===== src/include/hub_macros.svh =====
`ifndef HUB_MACROS_SVH
`define HUB_MACROS_SVH

// Upper address nibble of the hub register space (0x1xxx)
`define HUB_ADDR_SPACE 4'h1

// Hub memory size in quadlets
`define HUB_MEM_DEPTH 512

// Timer value at which the first board in the mask broadcasts
// About 3 us at the system clock rate
`define HUB_FIRST_DELAY 150

// FireWire broadcast trigger enabled unless overridden
`define HUB_USE_FW_DEFAULT 1

// Query register offset inside the hub space (0x1800)
`define HUB_QUERY_OFFSET 12'h800

`endif


===== src/rtl/hub_bus_pkg.sv =====
package hub_bus_pkg;

    // Register bus address, full 16-bit space
    typedef logic [15:0] reg_addr_t;

    // Register bus data word (one quadlet)
    typedef logic [31:0] reg_data_t;

    // Quadlet index within one real-time block
    // Lower byte of a 0x10NN address
    typedef logic [7:0] quad_idx_t;

    // Write request as seen from the register bus
    typedef struct packed {
        logic      wen;    // Single-cycle write strobe
        reg_addr_t waddr;  // Target address
        reg_data_t wdata;  // Quadlet to write
    } bus_wr_t;            // 49 bits

    // Quadlet index of the header and of the status word in a block
    localparam quad_idx_t IDX_HEADER = 8'd0;
    localparam quad_idx_t IDX_STATUS = 8'd2;

    // Index value after a query, so that index 0 is always new
    localparam quad_idx_t IDX_NONE   = 8'hff;

    // Status register offsets (low two bits of 0x1800 to 0x1803)
    localparam logic [1:0] STAT_QUERY   = 2'd0;  // Sequence and mask
    localparam logic [1:0] STAT_OFFSET  = 2'd1;  // Last index and offset
    localparam logic [1:0] STAT_NUMWR   = 2'd2;  // Quadlets written
    localparam logic [1:0] STAT_BOARDID = 2'd3;  // Board id and lower mask

endpackage


===== src/rtl/hub_bcast_pkg.sv =====
package hub_bcast_pkg;

    typedef logic [3:0]  board_id_t;    // Board number on the bus
    typedef logic [15:0] board_mask_t;  // One bit per board id
    typedef logic [15:0] seq_t;         // Query sequence number from the PC
    typedef logic [13:0] bc_time_t;     // Cycles since the last query
    typedef logic [8:0]  mem_addr_t;    // Hub memory quadlet address

    // Header quadlet as stored in hub memory
    // Replaces the header the board sent
    typedef struct packed {
        logic [7:0] blk_size;   // Block size in quadlets, header included
        logic [7:0] seq_lsb;    // Low byte of the sequence the board saw
        logic       seq_error;  // Full sequence did not match the query
        logic       rsvd;       // Always zero
        bc_time_t   upd_time;   // Arrival time relative to the query
    } hub_hdr_t;                // 32 bits

    // Fields of the broadcast query write to 0x1800
    typedef struct packed {
        seq_t        seq;         // Bits 31:16
        board_mask_t board_mask;  // Bits 15:0
    } query_t;

    // Broadcast trigger FSM
    typedef enum logic [1:0] {
        TRIG_IDLE,        // Waiting for a query
        TRIG_WAIT_FIRST,  // Lowest selected board, wait for the fixed delay
        TRIG_WAIT_LOWER,  // Wait for all lower boards to report
        TRIG_DONE         // Triggered or not selected, hold until next query
    } trig_state_t;

endpackage


===== src/rtl/hub_read_mux.sv =====
`include "hub_macros.svh"

module hub_read_mux
    import hub_bus_pkg::*;
    import hub_bcast_pkg::*;
(
    input  reg_addr_t   raddr,
    input  query_t      query,
    input  quad_idx_t   last_idx,
    input  mem_addr_t   blk_offset,
    input  mem_addr_t   num_written,
    input  board_id_t   board_id,
    input  board_mask_t mask_lower,
    input  logic        updated,
    input  bc_time_t    bc_time,
    input  bc_time_t    read_start,
    input  reg_data_t   mem_rdata,   // Registered memory output
    output reg_data_t   rdata,
    output logic        rwait        // Requester holds raddr one more cycle
);

    logic      in_hub;      // 0x1xxx
    logic      status_sel;  // 0x1800 to 0x1803
    logic      mem_sel;     // 0x1000 to 0x11FF
    logic      is_extra;    // Timing quadlet after the last block
    logic      addr_ok;     // Index holds written data
    mem_addr_t rd_idx;

    assign rd_idx     = raddr[8:0];
    assign in_hub     = (raddr[15:12] == `HUB_ADDR_SPACE);
    assign status_sel = in_hub && (raddr[11:2] == 10'h200);
    assign mem_sel    = in_hub && (raddr[11:9] == 3'd0);

    // Extra quadlet only once every selected board has reported
    assign is_extra = mem_sel && updated && (rd_idx == num_written);
    assign addr_ok  = mem_sel && (rd_idx < num_written);

    always_comb begin
        rdata = '0;
        rwait = 1'b0;
        if (status_sel) begin
            case (raddr[1:0])
                STAT_QUERY:   rdata = query;
                STAT_OFFSET:  rdata = {8'd0, last_idx, 7'd0, blk_offset};
                STAT_NUMWR:   rdata = {23'd0, num_written};
                default:      rdata = {12'd0, board_id, mask_lower};  // STAT_BOARDID
            endcase
        end else if (is_extra) begin
            rdata = {2'b00, read_start, 2'b00, bc_time};
        end else if (addr_ok) begin
            rdata = mem_rdata;
            rwait = 1'b1;  // RAM needs the extra cycle
        end
    end

endmodule


===== config.mk =====
export PLATFORM = sky130hd
export DESIGN_NAME = hub_read_mux
export DESIGN_NICKNAME = d
export VERILOG_FILES = /design/src/rtl/hub_bus_pkg.sv /design/src/rtl/hub_bcast_pkg.sv /design/src/rtl/hub_read_mux.sv
export VERILOG_INCLUDE_DIRS = /design/src /design/src/include
export SDC_FILE = /design/constraint.sdc
export NUM_CORES = 1
export LEC_CHECK = 0
export BUFFER_PORTS_ARGS = -buffer_cell sky130_fd_sc_hd__buf_2
export CORE_AREA = 2 2 74 76
export DETAILED_ROUTE_END_ITERATION = 10
export DIE_AREA = 0 0 76 78
export PLACE_DENSITY = 0.71
export SKIP_LAST_GASP = 1
export SYNTH_ARGS = -nofsm -noshare
export SYNTH_HDL_FRONTEND = slang
export SYNTH_SLANG_ARGS = --single-unit

===== constraint.sdc =====
create_clock -name vclk -period 10.3
set_clock_uncertainty 0.15 [all_clocks]
set_input_delay 2.06 -clock vclk [all_inputs]
set_output_delay 2.06 -clock vclk [all_outputs]
set_load 0.01 [all_outputs]

# After elaboration in Yosys (flattened, before gate mapping)
# Index checks and enable logic that the tools add are counted.
[totals]
out_inout_bits = 33
rom_bits = 0
latch_bits = 0
ff_bits = 0
word_cells = 20
in_bits = 155
memories = 0
mem_bits_rw = 0
[op_classes]
n_div = 0
n_mul = 0
order_cmp = 1
n_mux = 7
shifts = 0
add_sub_neg = 0
bitwise_logic = 0
reduce_logical = 7
n_eq_ne = 5
[ops]
columns = ["cell", "count"]
rows = [
  ["$mux 32", 3],
  ["$pmux 32 s3", 1],
  ["$eq 10x10->1 const B", 1],
  ["$eq 9x9->1", 1],
  ["$lt 9x9->1", 1],
  ["$logic_and 1x1->1", 5],
  ["$eq 4x1->1 const B", 1],
  ["$logic_not 3->1", 1],
  ["$mux 1", 3],
  ["$eq 2x1->1 const B", 1],
  ["$eq 2x2->1 const B", 1],
  ["$logic_not 2->1", 1],
]

# Longest topological paths before layout
[logic_depth]
word_depth = 6
ltp_mapped = 11
depth_no_buf = 7

# Worst setup path after synthesis
# OpenSTA, ideal clock, no wires.
[synth_timing]
path_kind = "input to output"
startpoint = "input raddr[0]"
endpoint = "output rdata[16]"
arrival_ps = 4126
setup_slack_ps = 3964
required_time_ps = 8090
n_path_buf = 4
path_stages = 11
path_cell_list = "buf_2 buf_2 inv_1 ha_1 nand2_1 a21o_1 a21o_1 buf_2 and2_0 buf_2 a221o_1"
[synth_between]
elab_chain_cells = 5
word_cells_on_any_way = 11
cone_classes = "order compare (1); eq/ne (3); mux (4); reduce/logical (3)"
[synth_lines]
columns = ["item", "line_no", "text"]
rows = [
  ["start: declaration", "hub_read_mux.sv:7", "input reg_addr_t raddr,"],
  ["$lt 9x9->1", "hub_read_mux.sv:36", "assign addr_ok = mem_sel && (rd_idx < num_written);"],
  ["$logic_and 1x1->1", "hub_read_mux.sv:36", ""],
  ["$mux 32", "hub_read_mux.sv:50", "end else if (addr_ok) begin"],
  ["$mux 32", "hub_read_mux.sv:48", "end else if (is_extra) begin"],
  ["$mux 32 *", "hub_read_mux.sv:41", "if (status_sel) begin"],
  ["end: declaration", "hub_read_mux.sv:18", "output reg_data_t rdata,"],
]
# Mark *: on every way between the ends. The rest lies on a longest branch, timed or not.

# Final worst setup path
# Ends and elaborated chain as after synthesis.

==> qor.txt <==
Mapped Cells: 178
Synthesis-to-layout area growth: 72.4%
Cts repair resizes: 0
Hold Buf Count CTS: 0
First-pass GRT wire length: 9.75 mm
Synth area leader: mux4_2
Area of the multi-input gates: 1200 sq um
Seq_cells: 0
I/O pin count: 188
Post-DP Area: 2280 sq um
Routability cong.: 0.812
Initial DRC Count: 40
Via count: 2122
Crit path required time: 8.09 ns
WL per Instance: 14.9 microns
Seq. cell area: 0 sq um
Ys Warns: 0
Crit-path max cell delay: 0.72 ns
Final period utilization: 0.674
Crit path DAT: 4.73 ns
Delay-heaviest family, CP: compound AO/OA/AOI/OAI gates
Hold path start: mem_rdata[14]
Hold Path End: rdata[14]
Least-Margin Pin Slew: 1.15 ns
Max cap viols: 0
Port-buffer cells: 188
Type of the worst min-delay path: input port to output port
Fill cells: 549
N_diodes: 0
CP Launch Type: input port
Critical path, cell by cell: buf_2, inv_1, ha_1, nand2_1, a21o_1, a21o_1, and2_0, a221o_1, buf_2
Grt total ovfl: 0
Post-CTS Setup Bufs: 0
Finished Cell Area: 2280 sq um
Crit path time final: 6.94 ns
WHS: 4.26 ns
Top post-synthesis cells by count: nand2_1, nand3_1, a22oi_1
Core ar.: 5040 sq um
Crit Path Category: input port to output port
Total GRT Usage: 0.194
Detailed-router iteration count before antenna repair: 4
CP max stage cell: a21o_1
Post-Synthesis Cell Area: 1320 sq um
Outcome: finished clean
Routed wire length: 6.30 mm
Largest net degree at the start of global routing: 29
Share of the synthesized area in the top cell type: 0.153
Die height: 78 microns
Hpwl dp: 5.26 mm
Slew margin rel.: 0.233
Initial antenna violation count: 0
WP depth: 9
Initial Util: 0.262
Highest clock rate: 144 MHz
Seq/Total Area, Yosys: 0
Setup_tns: 0 ns
Final setup fails: 0
Pwr dens: 25.4 nW/um^2
Slew Limit Fails: 0
Worst vdd ir: 0.0135 mV
Distinct cells, synth: 32
Final #Nets: 518
RSZ-0062 raised after global routing: no
Post-Syn Nets: 342
Clkbuf count: 0
Drt via density: 5.03
WHS Path Cells: 3
Die X-Extent: 76 microns
Final Hold Fails: 0
Avg Cell Area, Syn: 7.42 sq um
Die area: 5930 sq um
Floorplan row count: 26
CP max FO: 28
Element type at the critical path end: output port
# DRC: 0
Vias in the first global route: 2120
Share of layout cells above drive strength 1: 0.591
Routed Antenna Nets: 0
Lkg Pwr: 1.31 nW
Synth area leaders: mux4_2, nand3_1, a22oi_1
Worst path buffer plus inverter count: 3
[report_power, final]
group          internal (mW)  total (mW)  switching, mW
Combinational         0.0335      0.0580         0.0245
Clock                      0           0              0
Sequential                 0           0              0
Total                 0.0335      0.0580         0.0245
[area by class of cell]
type | count | share of cell area
Inverter | 9 | 0.0148
Tap cell | 70 | 0.0384
Timing Repair Buffer | 190 | 0.420
Multi-Input combinational cell | 153 | 0.527
[cells in the final DEF, fill, tap and decap left out, drive strengths merged, types with 4 or more instances in the layout]
cell,n
a32oi,6
inv,9
mux2i,8
nand2,26
a21oi,6
mux4,9
buf,190
a22oi,16
o211ai,9
a221o,4
ha,9
nor2,12
nand3,26
[per-stage QoR]
step | worst slack [ns] | cells | power [mW] | utilization
2_1_floorplan | 3.96 | 178 | 0.0238 | -
3_3_place_gp | 3.44 | 422 | 0.0567 | 0.452
3_5_place_dp | 3.34 | 422 | 0.0579 | 0.452
4_1_cts | 3.33 | 422 | 0.0583 | 0.452
5_1_grt | 3.09 | 422 | 0.0645 | 0.452
6_report | 3.36 | 422 | 0.0580 | 0.452
[cells by family after synthesis]
kind of cell	Yosys count	synth area share
compound gates	49	0.296
fa+ha+maj	9	0.0852
buf+inv	25	0.0909
mux	17	0.214
simple gates	78	0.313
[per-layer routing]
metal  track usage  part of all wire
met1         0.238              0.42
met2         0.360              0.49
met4        0.0309            0.0098
met5             0                 0
met3        0.0337             0.077
[worst max-delay path by stage]
stage	startpoint	end	slack, ns
3_3_place_gp	raddr[0]	rdata[16]	3.44
5_1_grt	raddr[0]	rdata[16]	3.09
2_1_floorplan	raddr[0]	rdata[16]	3.96
3_5_place_dp	raddr[0]	rdata[16]	3.34
6_report	raddr[0]	rdata[16]	3.36
4_1_cts	raddr[0]	rdata[16]	3.33
No activity file was read; power rests on OpenSTA's default activity.
