==> src/include/hub_macros.svh <==
`ifndef HUB_MACROS_SVH
`define HUB_MACROS_SVH

// Upper address nibble of the hub register space (0x1xxx)
`define HUB_ADDR_SPACE 4'h1

// Hub memory size in quadlets
`define HUB_MEM_DEPTH 512

// Timer value at which the first board in the mask broadcasts
// About 3 us at the system clock rate
`define HUB_FIRST_DELAY 150

// FireWire broadcast trigger enabled unless overridden
`define HUB_USE_FW_DEFAULT 1

// Query register offset inside the hub space (0x1800)
`define HUB_QUERY_OFFSET 12'h800

`endif

==> src/rtl/hub_bus_pkg.sv <==
package hub_bus_pkg;

    // Register bus address, full 16-bit space
    typedef logic [15:0] reg_addr_t;

    // Register bus data word (one quadlet)
    typedef logic [31:0] reg_data_t;

    // Quadlet index within one real-time block
    // Lower byte of a 0x10NN address
    typedef logic [7:0] quad_idx_t;

    // Write request as seen from the register bus
    typedef struct packed {
        logic      wen;    // Single-cycle write strobe
        reg_addr_t waddr;  // Target address
        reg_data_t wdata;  // Quadlet to write
    } bus_wr_t;            // 49 bits

    // Quadlet index of the header and of the status word in a block
    localparam quad_idx_t IDX_HEADER = 8'd0;
    localparam quad_idx_t IDX_STATUS = 8'd2;

    // Index value after a query, so that index 0 is always new
    localparam quad_idx_t IDX_NONE   = 8'hff;

    // Status register offsets (low two bits of 0x1800 to 0x1803)
    localparam logic [1:0] STAT_QUERY   = 2'd0;  // Sequence and mask
    localparam logic [1:0] STAT_OFFSET  = 2'd1;  // Last index and offset
    localparam logic [1:0] STAT_NUMWR   = 2'd2;  // Quadlets written
    localparam logic [1:0] STAT_BOARDID = 2'd3;  // Board id and lower mask

endpackage

==> src/rtl/hub_bcast_pkg.sv <==
package hub_bcast_pkg;

    typedef logic [3:0]  board_id_t;    // Board number on the bus
    typedef logic [15:0] board_mask_t;  // One bit per board id
    typedef logic [15:0] seq_t;         // Query sequence number from the PC
    typedef logic [13:0] bc_time_t;     // Cycles since the last query
    typedef logic [8:0]  mem_addr_t;    // Hub memory quadlet address

    // Header quadlet as stored in hub memory
    // Replaces the header the board sent
    typedef struct packed {
        logic [7:0] blk_size;   // Block size in quadlets, header included
        logic [7:0] seq_lsb;    // Low byte of the sequence the board saw
        logic       seq_error;  // Full sequence did not match the query
        logic       rsvd;       // Always zero
        bc_time_t   upd_time;   // Arrival time relative to the query
    } hub_hdr_t;                // 32 bits

    // Fields of the broadcast query write to 0x1800
    typedef struct packed {
        seq_t        seq;         // Bits 31:16
        board_mask_t board_mask;  // Bits 15:0
    } query_t;

    // Broadcast trigger FSM
    typedef enum logic [1:0] {
        TRIG_IDLE,        // Waiting for a query
        TRIG_WAIT_FIRST,  // Lowest selected board, wait for the fixed delay
        TRIG_WAIT_LOWER,  // Wait for all lower boards to report
        TRIG_DONE         // Triggered or not selected, hold until next query
    } trig_state_t;

endpackage

==> src/rtl/hub_write_ctrl.sv <==
`include "hub_macros.svh"

module hub_write_ctrl
    import hub_bus_pkg::*;
    import hub_bcast_pkg::*;
(
    input  logic        sysclk,
    input  logic        write_trig_reset,
    input  bus_wr_t     bus_wr,
    input  bc_time_t    bc_time,        // Stamped into each header
    output query_t      query,          // Latched sequence and mask
    output logic        query_pulse,    // High in the write cycle of 0x1800
    output board_mask_t board_updated,  // Boards whose status word arrived
    output mem_addr_t   num_written,
    output quad_idx_t   last_idx,
    output mem_addr_t   blk_offset,     // Start of the current block
    output logic        mem_wen,
    output mem_addr_t   mem_waddr,
    output reg_data_t   mem_wdata
);

    logic      hub_wen;       // Any write into the hub space
    logic      mem_sel;       // 0x10NN memory write
    logic      new_idx;       // Index differs from the last one seen
    quad_idx_t wr_idx;        // NN of the current write
    quad_idx_t blk_size;      // Size of the block being received
    logic      offset_moved;  // Offset already advanced for this header
    mem_addr_t last_waddr;    // Highest packed address written
    mem_addr_t write_addr;
    hub_hdr_t  hdr;
    board_id_t stat_board;    // Board id carried in the status word

    assign wr_idx     = bus_wr.waddr[7:0];
    assign stat_board = board_id_t'(bus_wr.wdata[27:24]);

    assign hub_wen     = bus_wr.wen && (bus_wr.waddr[15:12] == `HUB_ADDR_SPACE);
    assign query_pulse = hub_wen && (bus_wr.waddr[11:0] == `HUB_QUERY_OFFSET);
    assign mem_sel     = hub_wen && (bus_wr.waddr[11:8] == 4'd0);
    assign new_idx     = (wr_idx != last_idx);

    // Header goes right after the previous block, anything else is relative to
    // the new offset. A repeated header lands on the same place again
    always_comb begin
        if ((wr_idx == IDX_HEADER) && !offset_moved) begin
            write_addr = blk_offset + mem_addr_t'(blk_size);
        end else begin
            write_addr = blk_offset + mem_addr_t'(wr_idx);
        end
    end

    // Header rewrite
    always_comb begin
        hdr.blk_size  = bus_wr.wdata[7:0];
        hdr.seq_lsb   = bus_wr.wdata[23:16];
        hdr.seq_error = (bus_wr.wdata[31:16] != query.seq);
        hdr.rsvd      = 1'b0;
        hdr.upd_time  = bc_time;
    end

    assign mem_wen   = mem_sel;  // Retransmits still rewrite memory
    assign mem_waddr = write_addr;
    assign mem_wdata = (wr_idx == IDX_HEADER) ? reg_data_t'(hdr) : bus_wr.wdata;

    assign num_written = last_waddr + mem_addr_t'(1);  // Wraps to 0 after a query

    always_ff @(posedge sysclk) begin
        if (write_trig_reset) begin
            query         <= '0;
            board_updated <= '0;
            blk_offset    <= '0;
            last_idx      <= IDX_NONE;
            last_waddr    <= '1;
            blk_size      <= '0;
            offset_moved  <= 1'b0;
        end else if (query_pulse) begin
            query         <= query_t'(bus_wr.wdata);
            board_updated <= '0;     // Nobody has reported yet
            blk_offset    <= '0;
            last_idx      <= IDX_NONE;
            last_waddr    <= '1;
            blk_size      <= '0;
            offset_moved  <= 1'b0;
        end else if (mem_sel && new_idx) begin
            last_idx     <= wr_idx;
            last_waddr   <= write_addr;
            offset_moved <= 1'b0;
            if (wr_idx == IDX_HEADER) begin
                blk_size     <= bus_wr.wdata[7:0];
                blk_offset   <= write_addr;  // Offset plus previous size
                offset_moved <= 1'b1;
            end else if (wr_idx == IDX_STATUS) begin
                board_updated[stat_board] <= 1'b1;
            end
        end
    end

endmodule

==> config.mk <==
export PLATFORM = sky130hd
export DESIGN_NAME = hub_write_ctrl
export DESIGN_NICKNAME = d
export VERILOG_FILES = /design/src/rtl/hub_bus_pkg.sv /design/src/rtl/hub_bcast_pkg.sv /design/src/rtl/hub_write_ctrl.sv
export VERILOG_INCLUDE_DIRS = /design/src /design/src/include
export SDC_FILE = /design/constraint.sdc
export NUM_CORES = 1
export LEC_CHECK = 0
export BUFFER_PORTS_ARGS = -buffer_cell sky130_fd_sc_hd__buf_4
export CORE_MARGIN = 2
export CORE_UTILIZATION = 51
export DETAILED_ROUTE_END_ITERATION = 16
export GPL_TIMING_DRIVEN = 0
export PLACE_DENSITY = 0.92
export SLEW_MARGIN = 15
export SYNTH_ARGS = -nofsm -noshare
export SYNTH_HDL_FRONTEND = slang
export SYNTH_SLANG_ARGS = --single-unit
==> constraint.sdc <==
create_clock -name sysclk -period 12.01 [get_ports sysclk]
set_input_delay 2.402 -clock sysclk [delete_from_list [all_inputs] [get_ports sysclk]]
set_output_delay 2.402 -clock sysclk [all_outputs]
set_load 0.005 [all_outputs]
[Yosys cells after proc, flatten, opt, wreduce, memory -nomap -nowiden]
Cells that the tools add are included.
Storage, ports and cells
  input bits: 65
  register bits: 83
Operators by class
  bitwise gates (word level): 2
  equality and inequality tests: 5
  add/sub/neg operators: 3
  reductions and logical operators: 12
  $lt $le $gt $ge: 2
  mux-type cells: 5
Operator list (count)
  two-way mux 32 bit: 1
  adder 9 x 8 -> 9 bit: 2
  inequality test 16 bit: 1
  bitwise OR 16 bit: 1
  == test 12 bit (second input constant): 1
  adder 9 x 1 -> 9 bit (second input constant): 1
  two-way mux 9 bit: 1
  == test 8 x 2 -> 1 bit (second input constant): 1
  zero test 8 bit: 1
  inequality test 8 bit: 1
  logical AND 1 bit: 6
  less-than comparator 4 x 5 -> 1 bit (second input constant): 1
  demux 1 bit (select 4 bit): 1
  == test 4 x 1 -> 1 bit (second input constant): 1
  >= comparator 4 x 1 -> 1 bit (second input constant): 1
  zero test 4 bit: 1
  AND reduction 3 bit: 1
  two-way mux 1 bit: 2
  AND reduction 2 bit: 1
  OR reduction 2 bit: 1
  zero test 1 bit: 1
  inverter 1 bit: 1

[Longest topological paths before layout]
  word-level depth: 5
  gate-level depth with buffers: 12

[Least setup slack after synthesis]
Ideal clock, no wire load.
  path kind: in2out
  from: input port bus_wr[37] in the netlist's numbering
  to: output port mem_waddr[8]
  stages: 10
  slack: 4.437 ns
  arrival: 5.171 ns
  path buffers: 0
  path through: or4_4 > nor4_2 > a21o_1 > ha_1 > nor2b_1 > o31a_1 > o311ai_0 > a21oi_1 > xnor2_1 > inv_1
On the way
  cells in the longest elaborated chain, start to end: 3
  elaborated cells on any way between the ends: 4
  those cells by class: add/sub: 1; mux: 1; reduce/logical: 2
RTL lines
  start: declaration: RTL line hub_write_ctrl.sv:9  | input bus_wr_t bus_wr,
  parallel branches: the longest is 2 deep, another holds adder 9 x 8 -> 9 bit
  two-way mux 9 bit (*): RTL line hub_write_ctrl.sv:44  | if ((wr_idx == IDX_HEADER) && !offset_moved) begin
  end: declaration: RTL line hub_write_ctrl.sv:18  | output mem_addr_t mem_waddr,
Mark *: on every way between the ends.

[Worst setup path in the final report]
Same ends and word-level chain as after synthesis.

==> flow_summary.json <==
{
  "drv_cap": 0,
  "endpoint_kind": "output pin",
  "die-height_microns": 94.28,
  "cp.required_ns": 9.61,
  "synth_fp_nets": 560,
  "synth_area_per_cell_sq_um": 8.570,
  "fin_worst_skew_ns": 0.007893,
  "grt_pass1_wl_microns": 20850,
  "place_congestion": 0.8511,
  "rsz0062_at_grt": "false",
  "critical_path_class": "in -> out",
  "rows": 32,
  "areaGrowthSynthToFinish_pct": 41.54,
  "synth_xor_xnor_area_share_pct": 7.797,
  "wl_per_cell_microns": 17.46,
  "cts_tree": "built",
  "antenna_found_initial": 0,
  "synth_cell_types": 46,
  "status": "complete, no violations",
  "start_util_pct": 53.24,
  "synth_fa_ha_area_share_pct": 3.191,
  "setup_viol": 0,
  "vdd_drop_max_v": 0.00006800,
  "synth_top_family_by_area": "simple AND/OR/NAND/NOR gates",
  "drive_above_1_share_pct": 37.11,
  "post-cts-setup-buffers": 0,
  "synth_area_sq_mm": 0.004156,
  "drc": 0,
  "root_buffer": "clkbuf_8",
  "io_buffers": 178,
  "clk_pin_slew_worst_paths_ns": 0.08,
  "final_common_cell": "buf_4",
  "postSynth.asyncResetShare_pct": 0,
  "yosys.area_share.simple_pct": 21.43,
  "worst_ep_arrival_time_ns": 5.97,
  "yosysWarnings": 0,
  "power_density_mw_per_mm2": 102.7,
  "p_leak_nw": 2.640,
  "grt.total_usage_pct": 30.21,
  "via_count": 4294,
  "die_x_microns": 94.28,
  "grt_start_max_net_pins": 15,
  "crit_fanout": 8,
  "reg2reg_depth": 9,
  "whs_path_depth": 2,
  "finalNetCount": 749,
  "tns_ns": 0,
  "fin_crit_ns": 8.371,
  "timing.final.crit_share_pct": 69.70,
  "core_sq_mm": 0.007807,
  "ant_nets": 0,
  "cts_made_buffers": 9,
  "insertedDiodeCount": 0,
  "finalHoldViolCount": 0,
  "die-area_sq_mm": 0.008888,
  "htreeDepth": 3,
  "clock_sinks": 83,
  "finalMaxSlewViolations": 0,
  "syn_inst": 485,
  "synth-compound-area-share_pct": 13.58,
  "synth_edf_count": 0,
  "synth_seq_cells": 83,
  "firstDrtPassIters": 5,
  "holdWs_ns": 0.4613,
  "grt_pass1_vias": 4152,
  "dp.cells": 765,
  "fin_cells": 781,
  "worstMarginPinSlew_ns": 0.7237,
  "wirelength_microns": 13630,
  "ys_seq_area_share_pct": 39.98,
  "drt_iter0_drc": 201,
  "synth-main-ff-cell": "dfxtp_1",
  "nFillCells": 527,
  "mostFrequentLayoutCells": "buf_4, nand2_1, dfxtp_1",
  "hpwl_microns": 10450,
  "multi_input_area_sq_mm": 0.002267,
  "cts_resized": 0,
  "cts_hold_buffers": 0,
  "cp-start-kind": "input pin",
  "via_per_inst": 5.498,
  "hp-class": "reg -> reg",
  "synth.mux.area_fraction_pct": 8.549,
  "slew_headroom_pct": 51.35,
  "insertion_delay_ns": 0.36,
  "gr-total-overflow": 0,
  "cts.path.max_buffers": 2,
  "max_freq_ghz": 0.1195,
  "ios": 182,
  "seqCellArea_sq_mm": 0.001662
}
[final timing paths]
check	start	endpoint	slack, ns
worst max-delay path	bus_wr[37]	mem_waddr[8]	3.64
worst min register to register	query[13]	query[13]	0.46
worst min-delay path	query[13]	query[13]	0.46
worst max register to register	offset_moved	last_waddr[8]	8.71
[critical path: stages]
cell and delay (ns):
buf_4 0.13, or4_4 0.59, nor4_2 0.64, a21o_1 0.25
ha_1 0.28, nor2b_1 0.17, o31a_1 0.27, o311ai_0 0.57
a21oi_1 0.17, xnor2_1 0.29, inv_1 0.07, buf_4 0.14
[metrics by stage]
step	instance area, sq um	setup slack (ns)	power, mW	util (%)
6_report	5883	3.639	0.6040	75.35
5_1_grt	5883	3.473	0.6201	75.35
4_1_cts	5883	3.660	0.6048	75.35
3_5_place_dp	5620	3.755	0.3449	71.99
3_3_place_gp	5620	3.789	0.3437	71.99
2_1_floorplan	4156	4.437	0.3063	-
[synthesized netlist by cell type (2+ instances only)]
cell,number,area (sq um)
nand2_1,119,446.7
dfxtp_1,83,1662
a21oi_1,65,325.3
xnor2_1,36,315.3
nor2_1,27,101.4
mux2_2,20,225.2
mux2i_1,13,130.1
buf_2,11,55.05
clkbuf_1,11,41.29
inv_1,10,37.54
buf_4,9,67.56
ha_1,9,112.6
a21o_1,8,60.06
nand4_1,8,50.05
nand3_1,5,25.02
nor2b_1,5,31.28
nor4_4,5,106.4
o21ai_0,5,25.02
a31oi_1,4,25.02
o211ai_1,4,30.03
and3_1,2,12.51
buf_6,2,22.52
[where the power goes]
group / internal (mW) / switching [mW]
clock network: 0.159 / 0.105
logic: 0.0342 / 0.0305
registers: 0.275 / 0.0000889
total: 0.468 / 0.136
[sequential cells by signal, indices dropped and copies added, names as in the netlist]
register	count
board_updated	16
blk_size	8
blk_offset	9
offset_moved	1
last_idx	8
last_waddr	9
query	32
[kinds of logic (layout without fill, tap and decap cells)]
group | Yosys count | in the layout
xor gates and xnor gates | 37 | 37
muxes | 33 | 33
buffers and inverters | 44 | 238
AOI/OAI and AO/OA | 95 | 95
DFF | 83 | 83
adders and majority gates | 10 | 10
and+or+nand+nor | 183 | 183
[area by class of cell]
type	instances	area share [%]
multi-input cells	358	38.54
flip-flops and latches	83	28.24
repair buffers	178	22.71
plain buffers	33	3.169
clock inverters	7	2.361
well taps	102	2.169
clock buffers	9	2.105
inverters	11	0.7018
[routing by layer]
layer  GRT usage [%]  up-vias  wire (microns)
met1           35.61     2006            5229
met4           15.46        0             530
met3           8.186       48            1222
li1                -     2018               -
met5               0        -               0
met2           50.18      222            6651
No activity file was read; power rests on OpenSTA's default activity.
