--- src/include/hub_macros.svh ---
`ifndef HUB_MACROS_SVH
`define HUB_MACROS_SVH

// Upper address nibble of the hub register space (0x1xxx)
`define HUB_ADDR_SPACE 4'h1

// Hub memory size in quadlets
`define HUB_MEM_DEPTH 512

// Timer value at which the first board in the mask broadcasts
// About 3 us at the system clock rate
`define HUB_FIRST_DELAY 150

// FireWire broadcast trigger enabled unless overridden
`define HUB_USE_FW_DEFAULT 1

// Query register offset inside the hub space (0x1800)
`define HUB_QUERY_OFFSET 12'h800

`endif

--- src/rtl/hub_bus_pkg.sv ---
package hub_bus_pkg;

    // Register bus address, full 16-bit space
    typedef logic [15:0] reg_addr_t;

    // Register bus data word (one quadlet)
    typedef logic [31:0] reg_data_t;

    // Quadlet index within one real-time block
    // Lower byte of a 0x10NN address
    typedef logic [7:0] quad_idx_t;

    // Write request as seen from the register bus
    typedef struct packed {
        logic      wen;    // Single-cycle write strobe
        reg_addr_t waddr;  // Target address
        reg_data_t wdata;  // Quadlet to write
    } bus_wr_t;            // 49 bits

    // Quadlet index of the header and of the status word in a block
    localparam quad_idx_t IDX_HEADER = 8'd0;
    localparam quad_idx_t IDX_STATUS = 8'd2;

    // Index value after a query, so that index 0 is always new
    localparam quad_idx_t IDX_NONE   = 8'hff;

    // Status register offsets (low two bits of 0x1800 to 0x1803)
    localparam logic [1:0] STAT_QUERY   = 2'd0;  // Sequence and mask
    localparam logic [1:0] STAT_OFFSET  = 2'd1;  // Last index and offset
    localparam logic [1:0] STAT_NUMWR   = 2'd2;  // Quadlets written
    localparam logic [1:0] STAT_BOARDID = 2'd3;  // Board id and lower mask

endpackage

--- src/rtl/hub_bcast_pkg.sv ---
package hub_bcast_pkg;

    typedef logic [3:0]  board_id_t;    // Board number on the bus
    typedef logic [15:0] board_mask_t;  // One bit per board id
    typedef logic [15:0] seq_t;         // Query sequence number from the PC
    typedef logic [13:0] bc_time_t;     // Cycles since the last query
    typedef logic [8:0]  mem_addr_t;    // Hub memory quadlet address

    // Header quadlet as stored in hub memory
    // Replaces the header the board sent
    typedef struct packed {
        logic [7:0] blk_size;   // Block size in quadlets, header included
        logic [7:0] seq_lsb;    // Low byte of the sequence the board saw
        logic       seq_error;  // Full sequence did not match the query
        logic       rsvd;       // Always zero
        bc_time_t   upd_time;   // Arrival time relative to the query
    } hub_hdr_t;                // 32 bits

    // Fields of the broadcast query write to 0x1800
    typedef struct packed {
        seq_t        seq;         // Bits 31:16
        board_mask_t board_mask;  // Bits 15:0
    } query_t;

    // Broadcast trigger FSM
    typedef enum logic [1:0] {
        TRIG_IDLE,        // Waiting for a query
        TRIG_WAIT_FIRST,  // Lowest selected board, wait for the fixed delay
        TRIG_WAIT_LOWER,  // Wait for all lower boards to report
        TRIG_DONE         // Triggered or not selected, hold until next query
    } trig_state_t;

endpackage

--- src/rtl/hub_trig_sched.sv ---
`include "hub_macros.svh"

module hub_trig_sched
    import hub_bus_pkg::*;
    import hub_bcast_pkg::*;
#(
    parameter bit use_fw = `HUB_USE_FW_DEFAULT  // 0 disables the broadcast trigger
) (
    input  logic        sysclk,
    input  logic        write_trig_reset,
    input  logic        query_pulse,
    input  query_t      query,
    input  board_mask_t board_updated,
    input  board_id_t   board_id,
    input  logic        fw_idle,        // FireWire engine free for a new broadcast
    input  reg_addr_t   raddr,
    output bc_time_t    bc_time,
    output bc_time_t    read_start,     // Timer value when the host began reading
    output board_mask_t mask_lower,
    output logic        updated,
    output logic        write_trig
);

    trig_state_t state;
    logic        pending;   // Query seen and decision due on the next cycle
    logic        selected;  // This board is in the query mask

    // Selected boards with an id below ours
    assign mask_lower = ((board_mask_t'(1) << board_id) - board_mask_t'(1)) & query.board_mask;
    assign selected   = query.board_mask[board_id];
    assign updated    = (board_updated == query.board_mask);  // Empty mask counts as done

    always_ff @(posedge sysclk) begin
        if (write_trig_reset) begin
            bc_time    <= '0;
            read_start <= '0;
            state      <= TRIG_IDLE;
            pending    <= 1'b0;
            write_trig <= 1'b0;
        end else begin
            bc_time <= bc_time + bc_time_t'(1);  // Free running and wraps around
            if (raddr == {`HUB_ADDR_SPACE, 12'h000}) begin
                read_start <= bc_time;           // Start of block read
            end
            if (query_pulse) begin
                bc_time <= '0;
                state   <= TRIG_IDLE;
                pending <= 1'b1;
            end else begin
                case (state)
                    TRIG_IDLE: begin
                        if (pending) begin
                            pending <= 1'b0;
                            if (use_fw && selected) begin
                                state <= (mask_lower == '0) ? TRIG_WAIT_FIRST : TRIG_WAIT_LOWER;
                            end else begin
                                state <= TRIG_DONE;   // Not ours this round
                            end
                        end
                    end
                    TRIG_WAIT_FIRST: begin
                        // Give the PC time to finish its query transaction
                        if (bc_time == bc_time_t'(`HUB_FIRST_DELAY)) begin
                            write_trig <= 1'b1;
                            state      <= TRIG_DONE;
                        end
                    end
                    TRIG_WAIT_LOWER: begin
                        if ((board_updated == mask_lower) && fw_idle) begin
                            write_trig <= 1'b1;
                            state      <= TRIG_DONE;
                        end
                    end
                    default: ;  // TRIG_DONE holds until the next query
                endcase
            end
        end
    end

endmodule

--- config.mk ---
export PLATFORM = sky130hd
export DESIGN_NAME = hub_trig_sched
export DESIGN_NICKNAME = d
export VERILOG_FILES = /design/src/rtl/hub_bus_pkg.sv /design/src/rtl/hub_bcast_pkg.sv /design/src/rtl/hub_trig_sched.sv
export VERILOG_INCLUDE_DIRS = /design/src /design/src/include
export SDC_FILE = /design/constraint.sdc
export NUM_CORES = 1
export LEC_CHECK = 0
export ABC_CLOCK_PERIOD_IN_PS = 5300
export BUFFER_PORTS_ARGS = -buffer_cell sky130_fd_sc_hd__buf_2
export CAP_MARGIN = 20
export CORE_MARGIN = 8
export CORE_UTILIZATION = 47
export DETAILED_ROUTE_END_ITERATION = 16
export PLACE_DENSITY = 0.84
export REMOVE_ABC_BUFFERS = 1
export SLEW_MARGIN = 10
export SYNTH_ARGS = -nofsm -noshare
export SYNTH_HDL_FRONTEND = slang
export SYNTH_SLANG_ARGS = --single-unit
--- constraint.sdc ---
create_clock -name sysclk -period 5.3 [get_ports sysclk]
set_clock_uncertainty 0.1 [all_clocks]
set_input_delay 1.59 -clock sysclk [delete_from_list [all_inputs] [get_ports sysclk]]
set_output_delay 1.59 -clock sysclk [all_outputs]
set_load 0.03 [all_outputs]
# Word-level counts from Yosys, hierarchy flattened
# Index checks and enable logic that the tools add are counted.
# W data, S select, Z words.
classes:
  addsub: 2
  n_lt_le_gt_ge: 1
  n_eq_ne: 9
  n_shift: 1
  mux: 13
  bitwise_logic: 2
  n_reduce_logical: 9
op_table:
  columns: ["cell", "n"]
  rows:
  - ["$eq A16 B16 Y1", 2]
  - ["$and A16 B16 Y16", 1]
  - ["$eq A16 B13 Y1 const B", 1]
  - ["$logic_not A16 Y1", 1]
  - ["$shl A1 B4 Y16 const A", 1]
  - ["$sub A16 B1 Y16 const B", 1]
  - ["$add A14 B1 Y14 const B", 1]
  - ["$eq A14 B8 Y1 const B", 1]
  - ["$mux W2", 5]
  - ["$reduce_and A4 Y1", 2]
  - ["$ne A2 B2 Y1 const B", 3]
  - ["$pmux W2 S3", 1]
  - ["$lt A4 B5 Y1 const B", 1]
  - ["$mux W1", 5]
  - ["$bmux W1 S4", 1]
  - ["$reduce_bool A2 Y1", 2]
  - ["$reduce_bool A3 Y1", 1]
  - ["$eq A2 B1 Y1 const B", 1]
  - ["$eq A2 B2 Y1 const B", 1]
  - ["$logic_not A2 Y1", 1]
  - ["$pmux W1 S2", 1]
  - ["$reduce_or A2 Y1", 1]
  - ["$logic_and A1 B1 Y1", 1]
  - ["$not A1 Y1", 1]
totals:
  ff_bits: 32
  in_bits: 72

# Logic depth before layout (Yosys ltp)
# Gate-level depths: netlist (run 1).
logic_depth:
  word_depth: 8
  depth_mapped: 14
  mapped_depth_nobuf: 10

# Worst setup path before layout (run 1)
# OpenSTA, ideal clock, no wires.
synth_timing:
  path_kind: "input to output"
  from: "input port board_id[1]"
  to: "output port mask_lower[10]"
  arrival_time_ps: 3293
  required_ps: 3610
  setup_slack_ps: 317
  cell_stages: 9
  path_cell_list: "buf_6 > buf_4 > inv_1 > nand3_1 > ha_1 > buf_2 > or4b_1 > a31oi_1 > o21a_1"
synth_via:
  elab_chain_len: 3
synth_lines:
  columns: ["element", "line_no", "source"]
  rows:
  - ["start, declared", "hub_trig_sched.sv:14", "input board_id_t board_id,"]
  - ["$shl A1 B4 Y16", "hub_trig_sched.sv:29", "assign mask_lower = ((board_mask_t'(1) << board_id) - board_mask_t'(1)) & query.board_mask;"]
  - ["$sub A16 B1 Y16", "hub_trig_sched.sv:29", null]
  - ["$and A16 B16 Y16", "hub_trig_sched.sv:29", null]
  - ["end, declared", "hub_trig_sched.sv:19", "output board_mask_t mask_lower,"]
# Every way passes these cells.

# Worst setup path in the final report (run 1)
layout_timing:
  from: "input port board_id[2]"
  to: "output port mask_lower[10]"
# The elaborated chain is that of the path after synthesis.

==> summary.md, run 1 <==
| Metric | Value |
|---|---|
| Status | finished, final reports clean |
| Total grt overflow | 0 |
| Peak supply drop | 0.000122 V |
| Worst Path Required | 3.61 ns |
| #FFs+latches synth | 32 |
| H-tree depth | 2 |
| Clock transition at the registers of the reported paths | 0.06 ns |
| First-pass GRT wire length | 11,600 µm |
| Leading post-synthesis cells by cell area | dfxtp_1 (26%), xnor2_1 (6.8%), nor2_1 (6.6%), mux2i_1 (5.7%), xor2_1 (5.0%) |
| Sequential power share | 0.390 |
| Crit. End Element | output port |
| DR iter-0 viols | roughly 120 |
| Crit path max fanout | 7 |
| Drt total wl | 7100 µm |
| Layout fillers | 462 |
| Max-Cap Viols | 0 |
| Antenna diodes | 0 |
| Worst Path Arrival | 3.39 ns |
| IO Pins | approximately 120 |
| Hold crit path type | reg -> reg |
| Synth Warn # | 0 |
| Clock tree buffer depth | 2 |
| RSZ-0062 raised after global routing | false |
| Setup ws final | about 0.22 ns |
| Root Buffer | clkbuf_8 |
| Tightest Pin Transition | 0.990 ns |
| Port Buf Inserts | 100 |
| Post-synth top area share | 0.261 |
| Total CTS buffers | 5 |
| Height of the chip | about 88 µm |
| Nature of the critical path startpoint | input port |
| Pleak | 1.48 nW |
| Max_slew headroom | 0.338 |
| Clock Power Share | 0.360 |
| Register area share after synthesis | 0.261 |
| Largest net degree at the start of global routing | 21 |
| Post-synth top cells | nor2_1 (43), dfxtp_1 (32), xnor2_1 (19) |
| Clock Latency Late Sink | around 0.28 ns |
| CTS Hold Bufs | 0 |
| CTS Sinks | 32 |
| TritonRoute pass-1 iters | 4 |
| Total track usage | 0.184 |
| Pwr Density | 204 nW/µm² |
| CTS tree | yes |
| Sw power | 0.000180 W |
| Count of flip-flops with a built-in enable after synthesis | 0 |
| Sw Ratio | 0.287 |
| Synthesis-to-layout area growth | 25.5% |
| ANT nets after route | 0 |
| Reg area | ~640 µm² |
| Routability cong. | about 0.95 |
| Unique masters post-synth | 58 |
| Fin. Hold Viols | 0 |
| Row count | 26 |
| Via count | ~2,600 |
| Area taken by multi-input logic gates | 1630 µm² |
| Starting Density | 0.483 |
| CORE AREA | approximately 5100 µm² |
| Setup violations, final | 0 |
| Pins Over Slew Limit | 0 |
| DRC | 0 |
| Vias in the first global route | 2,615 |
| Die width | 88.2 µm |
| Synth area leader | dfxtp_1 |
| Place WS | 0.233 ns |
| # resized after CTS | 0 |
| Detailed Place HPWL | 5750 µm |
| Synth Cell Area | 2450 µm² |
| Share of cells above drive strength 1 | 0.322 |
| Instance count of the mapped netlist | 299 |
| NumNets Final | 472 |
| Initial antenna violation count | 0 |
| Critical setup path kind | in -> out |
| Internal power | 0.000448 W |
| Most numerous cell in the Yosys netlist | nor2_1 |
| Period Utilization, post-route | 0.959 |
| Buffer count from post-CTS setup fixing | 0 |
| Setup TNS | 0 ns |
| Comb pwr share | 0.250 |
| Routed vias/inst | between 5 and 6 |
| Post-DR wirelength/cell | 15.3 µm |
| Period minus WS final | 5.08 ns |
| Mean post-synth cell area | 8.19 µm² |
| F_max | 197 MHz |
| Die area | 7780 µm² |
| Synth async-reset ratio | 0 |
| Synth Flop Type | dfxtp_1 |
[sequential cells by signal, indices dropped and copies added (netlist names)]
register    cells
pending         1
bc_time        14
write_trig      1
read_start     14
state           2
[per-layer routing]
metal / track usage / share of wire / vias up
met1: 0.216 / 0.43 / 1160
li1: - / - / 1252
met3: 0.0563 / 0.10 / 9
met4: 0.0415 / 0.011 / 0
met5: 0 / 0 / -
met2: 0.318 / 0.46 / 132
[path summary, 6_finish.rpt]
kind               startpoint              to  slack [ns]  cells after the start
hold reg to reg       pending         pending        0.38                      2
setup / recovery  board_id[2]  mask_lower[10]        0.22                      8
setup reg to reg   bc_time[3]        state[0]        3.25                      7
hold / removal        pending         pending        0.38                      2
[power groups by stage]
| stage | clock, W | combinational, W | sequential [W] |
|---|---|---|---|
| after CTS | 0.000229 | 0.000156 | 0.000245 |
| after detailed placement | 0 | 0.000155 | 0.000250 |
| final | 0.000226 | 0.000157 | 0.000245 |
| after floorplan | 0 | 0.0000869 | 0.000252 |
| after global placement | 0 | 0.000153 | 0.000250 |
| after global routing | 0.000246 | 0.000169 | 0.000245 |
[worst max-delay path: stages]
cell and delay, ns:
buf_2 0.10, nor2_1 0.23, nand3_1 0.13, ha_1 0.27
or4b_1 0.49, a31oi_1 0.17, o21a_1 0.19, buf_2 0.22
[cells in the final DEF (no fill, tap or decap), types with 4 or more instances in the layout]
cell type  netlist  layout
o21ai_0         12      12
nand2_1         15      15
xnor2_1         19      19
nor4_1           5       5
nand4_1          9       9
nand2b_1         4       4
and3_1           4       4
buf_4            2       6
mux2i_1         14      14
mux4_2           5       5
ha_1             6       6
a211oi_1         4       4
nor2_1          43      43
buf_2            3     100
nand3_1         12      12
a21oi_1          9       9
xor2_1          14      14
nor2b_1          5       5
inv_1           17      17
dfxtp_1         32      32
clkbuf_8         0       5
[through the flow]
stage / std cells / utilization / cell area (µm²) / power (W) / hold slack (ns)
floorplan: 281 / - / 2330 / 0.000339 / 0.340
global placement: 457 / 0.585 / 2970 / 0.000403 / 0.353
detailed placement: 457 / 0.585 / 2970 / 0.000406 / 0.372
CTS: 465 / 0.606 / 3070 / 0.000630 / 0.383
global route: 465 / 0.606 / 3070 / 0.000660 / 0.414
finish: 465 / 0.606 / 3070 / 0.000628 / 0.381
[layout make-up]
cell class                 count  share of cell area
clock buffer                   6              0.0236
clock inverter                 2              0.0114
inverter                      18              0.0220
multi-input combinational    231               0.529
sequential                    32               0.208
tap                           70              0.0285
timing repair buffer         106               0.177
[cells by family (layout without fill, tap and decap cells)]
| kind of cell | count (synthesis) | in the layout | synth area share |
|---|---|---|---|
| AO/OA/AOI/OAI | 49 | 49 | 0.138 |
| flip-flops | 32 | 32 | 0.261 |
| adder cells (fa/ha/maj) | 6 | 6 | 0.0306 |
| XOR/XNOR | 33 | 33 | 0.118 |
| other | 1 | 1 | 0.00153 |
| AND/OR/NAND/NOR | 122 | 122 | 0.267 |
| multiplexers | 20 | 20 | 0.108 |
| buffers and inverters | 36 | 132 | 0.0751 |
Note: power is estimated with default switching activity, not from simulation.
==> run 2, diff against run 1 <==
ABC_AREA = 0   (was not set)
CORE_MARGIN = 2   (was 8)
==> run 2 against run 1 <==
Core utilization is the same. Sequential cell count is the same. Count of clock-buffer cells in the layout is the same. Critical path depth is the same. Via count grew 0.71%. Critical path type unchanged. Largest cell class unchanged.
==> summary.md, run 2 (same netlist as run 1, synthesis figures left out) <==
| Metric | Value |
|---|---|
| R2r startpoint | bc_time[3] |
| Pleak | 1.48 nW (unchanged) |
| Clock tree buffer depth | 2 (unchanged) |
| Drt total wl | 6470 µm (-8.9%) |
| Worst Hold Depth | 2 (unchanged) |
| Nature of the critical path startpoint | input port |
| DR iter-0 viols | 145 (+17%) |
| Most frequent cells in the layout | buf_2 (100), nor2_1 (43), dfxtp_1 (32) |
| Port Buf Inserts | 100 (unchanged) |
| Reg area | 641 µm² (unchanged) |
| Antenna diodes | 0 (unchanged) |
| Hold path startpoint | read_start[10] |
| Total track usage | 0.228 (+0.0440) |
| Worst Path Required | 3.61 ns (about the same) |
| Clock Latency Late Sink | 0.29 ns (about the same) |
| F_max | 198 MHz (+0.50%) |
| R2R Path End | state[1] |
| Total CTS buffers | 5 (unchanged) |
| Buffer count from post-CTS setup fixing | 0 (unchanged) |
| Row count | 26 (unchanged) |
| First-pass GRT wire length | 10,900 µm (-6.0%) |
| Peak supply drop | 0.000116 V (-4.5%) |
| Die width | 76.2 µm (-14%) |
| Area taken by multi-input logic gates | 1630 µm² (unchanged) |
| Status | finished, final reports clean |
| Clock transition at the registers of the reported paths | 0.06 ns (about the same) |
| Via count | 2,571 (+0.71%) |
| Setup TNS | 0 ns (unchanged) |
| Critical setup path kind | in -> out |
| Hold Worst Slack | 0.384 ns (+0.00287 ns) |
| TritonRoute pass-1 iters | 4 (unchanged) |
| Synthesis-to-layout area growth | 25.5% (unchanged) |
| Routed vias/inst | 5.53 (+0.71%) |
| Initial antenna violation count | 0 (unchanged) |
| Fin. Hold Viols | 0 (unchanged) |
| Max-Cap Viols | 0 (unchanged) |
| Biggest regs | bc_time x14, read_start x14, state x2 |
| CTS Hold Bufs | 0 (unchanged) |
| H-tree depth | 2 (unchanged) |
| Vias in the first global route | 2,381 (-8.9%) |
| Total grt overflow | 0 (unchanged) |
| Height of the chip | 76.2 µm (-14%) |
| Routability cong. | 0.924 (-3.1%) |
| Post-layout util | 0.606 (unchanged) |
| IO Pins | 118 (unchanged) |
| Period Utilization, post-route | 0.955 (-0.00481) |
| CTS Sinks | 32 (unchanged) |
| Largest net degree at the start of global routing | 21 (unchanged) |
| R2R depth | 7 (unchanged) |
| Setup violations, final | 0 (unchanged) |
| Hold endpoint | read_start[10] |
| Worst Path Arrival | 3.37 ns (-0.02 ns) |
| Tightest Pin Transition | 0.976 ns (-0.0145 ns) |
| Layout fillers | 451 (-2.4%) |
| Die area | 5810 µm² (-25%) |
| CORE AREA | 5070 µm² (unchanged) |
| Post-DR wirelength/cell | 13.9 µm (-8.9%) |
| DRC | 0 (unchanged) |
| # resized after CTS | 0 (unchanged) |
| CTS tree | yes |
| RSZ-0062 raised after global routing | false |
| Crit. End Element | output port |
| Root Buffer | clkbuf_8 |
| Register-to-Register Setup Slack | 3.29 ns (+0.04 ns) |
| Pins Over Slew Limit | 0 (unchanged) |
| Commonest non-fill, non-tap cell in the layout | buf_2 |
| Crit path max fanout | 8 (+1) |
| Detailed Place HPWL | 5140 µm (-11%) |
| Period minus WS final | 5.06 ns (-0.0255 ns) |
| Pwr Density | 204 nW/µm² (about the same) |
| NumNets Final | 472 (unchanged) |
| Starting Density | 0.483 (unchanged) |
| Share of cells above drive strength 1 | 0.322 (unchanged) |
| Tot Pwr | 0.000628 W (about the same) |
| Hold crit path type | reg -> reg |
| ANT nets after route | 0 (unchanged) |
| Max_slew headroom | 0.347 (+0.00973) |
==> run 2: cell counts in the layout (fill, tap and decap cells not counted) <==
No cell type changed its count.
==> run 2: worst max-delay path, cell delays in order <==
cell and delay, ns:
buf_2 0.10, nor2_1 0.22, nand2_1 0.10, ha_1 0.29, or4b_1 0.48, a31oi_1 0.18, o21a_1 0.19, buf_2 0.22
==> run 2: where the power goes <==
part           switching, W  internal (W)  total, W
clock network     0.0000869      0.000139  0.000226
registers        0.00000231      0.000243  0.000245
logic             0.0000907     0.0000657  0.000156
total              0.000180      0.000448  0.000628
==> run 2: area by class of cell <==
type	instances	share of cell area
inverters	18	0.0220
clock buffers	6	0.0236
flip-flops and latches	32	0.208
clock inverters	2	0.0114
well taps	70	0.0285
repair buffers	106	0.177
multi-input cells	231	0.529
==> run 2: worst max path at each step <==
stage,startpoint,endpoint,slack (ns),cells past startpoint
global placement,board_id[2],mask_lower[10],0.29,8
finish,board_id[2],mask_lower[10],0.24,8
CTS,board_id[2],mask_lower[10],0.23,8
floorplan,board_id[2],mask_lower[10],0.42,6
detailed placement,board_id[2],mask_lower[10],0.23,8
global route,board_id[2],mask_lower[8],0.06,9
==> run 2: routing by layer <==
metal | part of all wire | global-route usage | vias to the layer above
met4 | 0.022 | 0.0909 | 0
met2 | 0.47 | 0.389 | 146
met1 | 0.42 | 0.276 | 1151
li1 | - | - | 1261
met5 | 0 | 0 | -
met3 | 0.088 | 0.0581 | 13
==> run 2: through the flow <==
stage                     cell area, µm²  instances  worst slack, ns
after floorplan                     2330        281            0.419
after global placement              2970        457            0.295
after detailed placement            2970        457            0.234
after CTS                           3070        465            0.231
after global routing                3070        465           0.0628
final                               3070        465            0.241
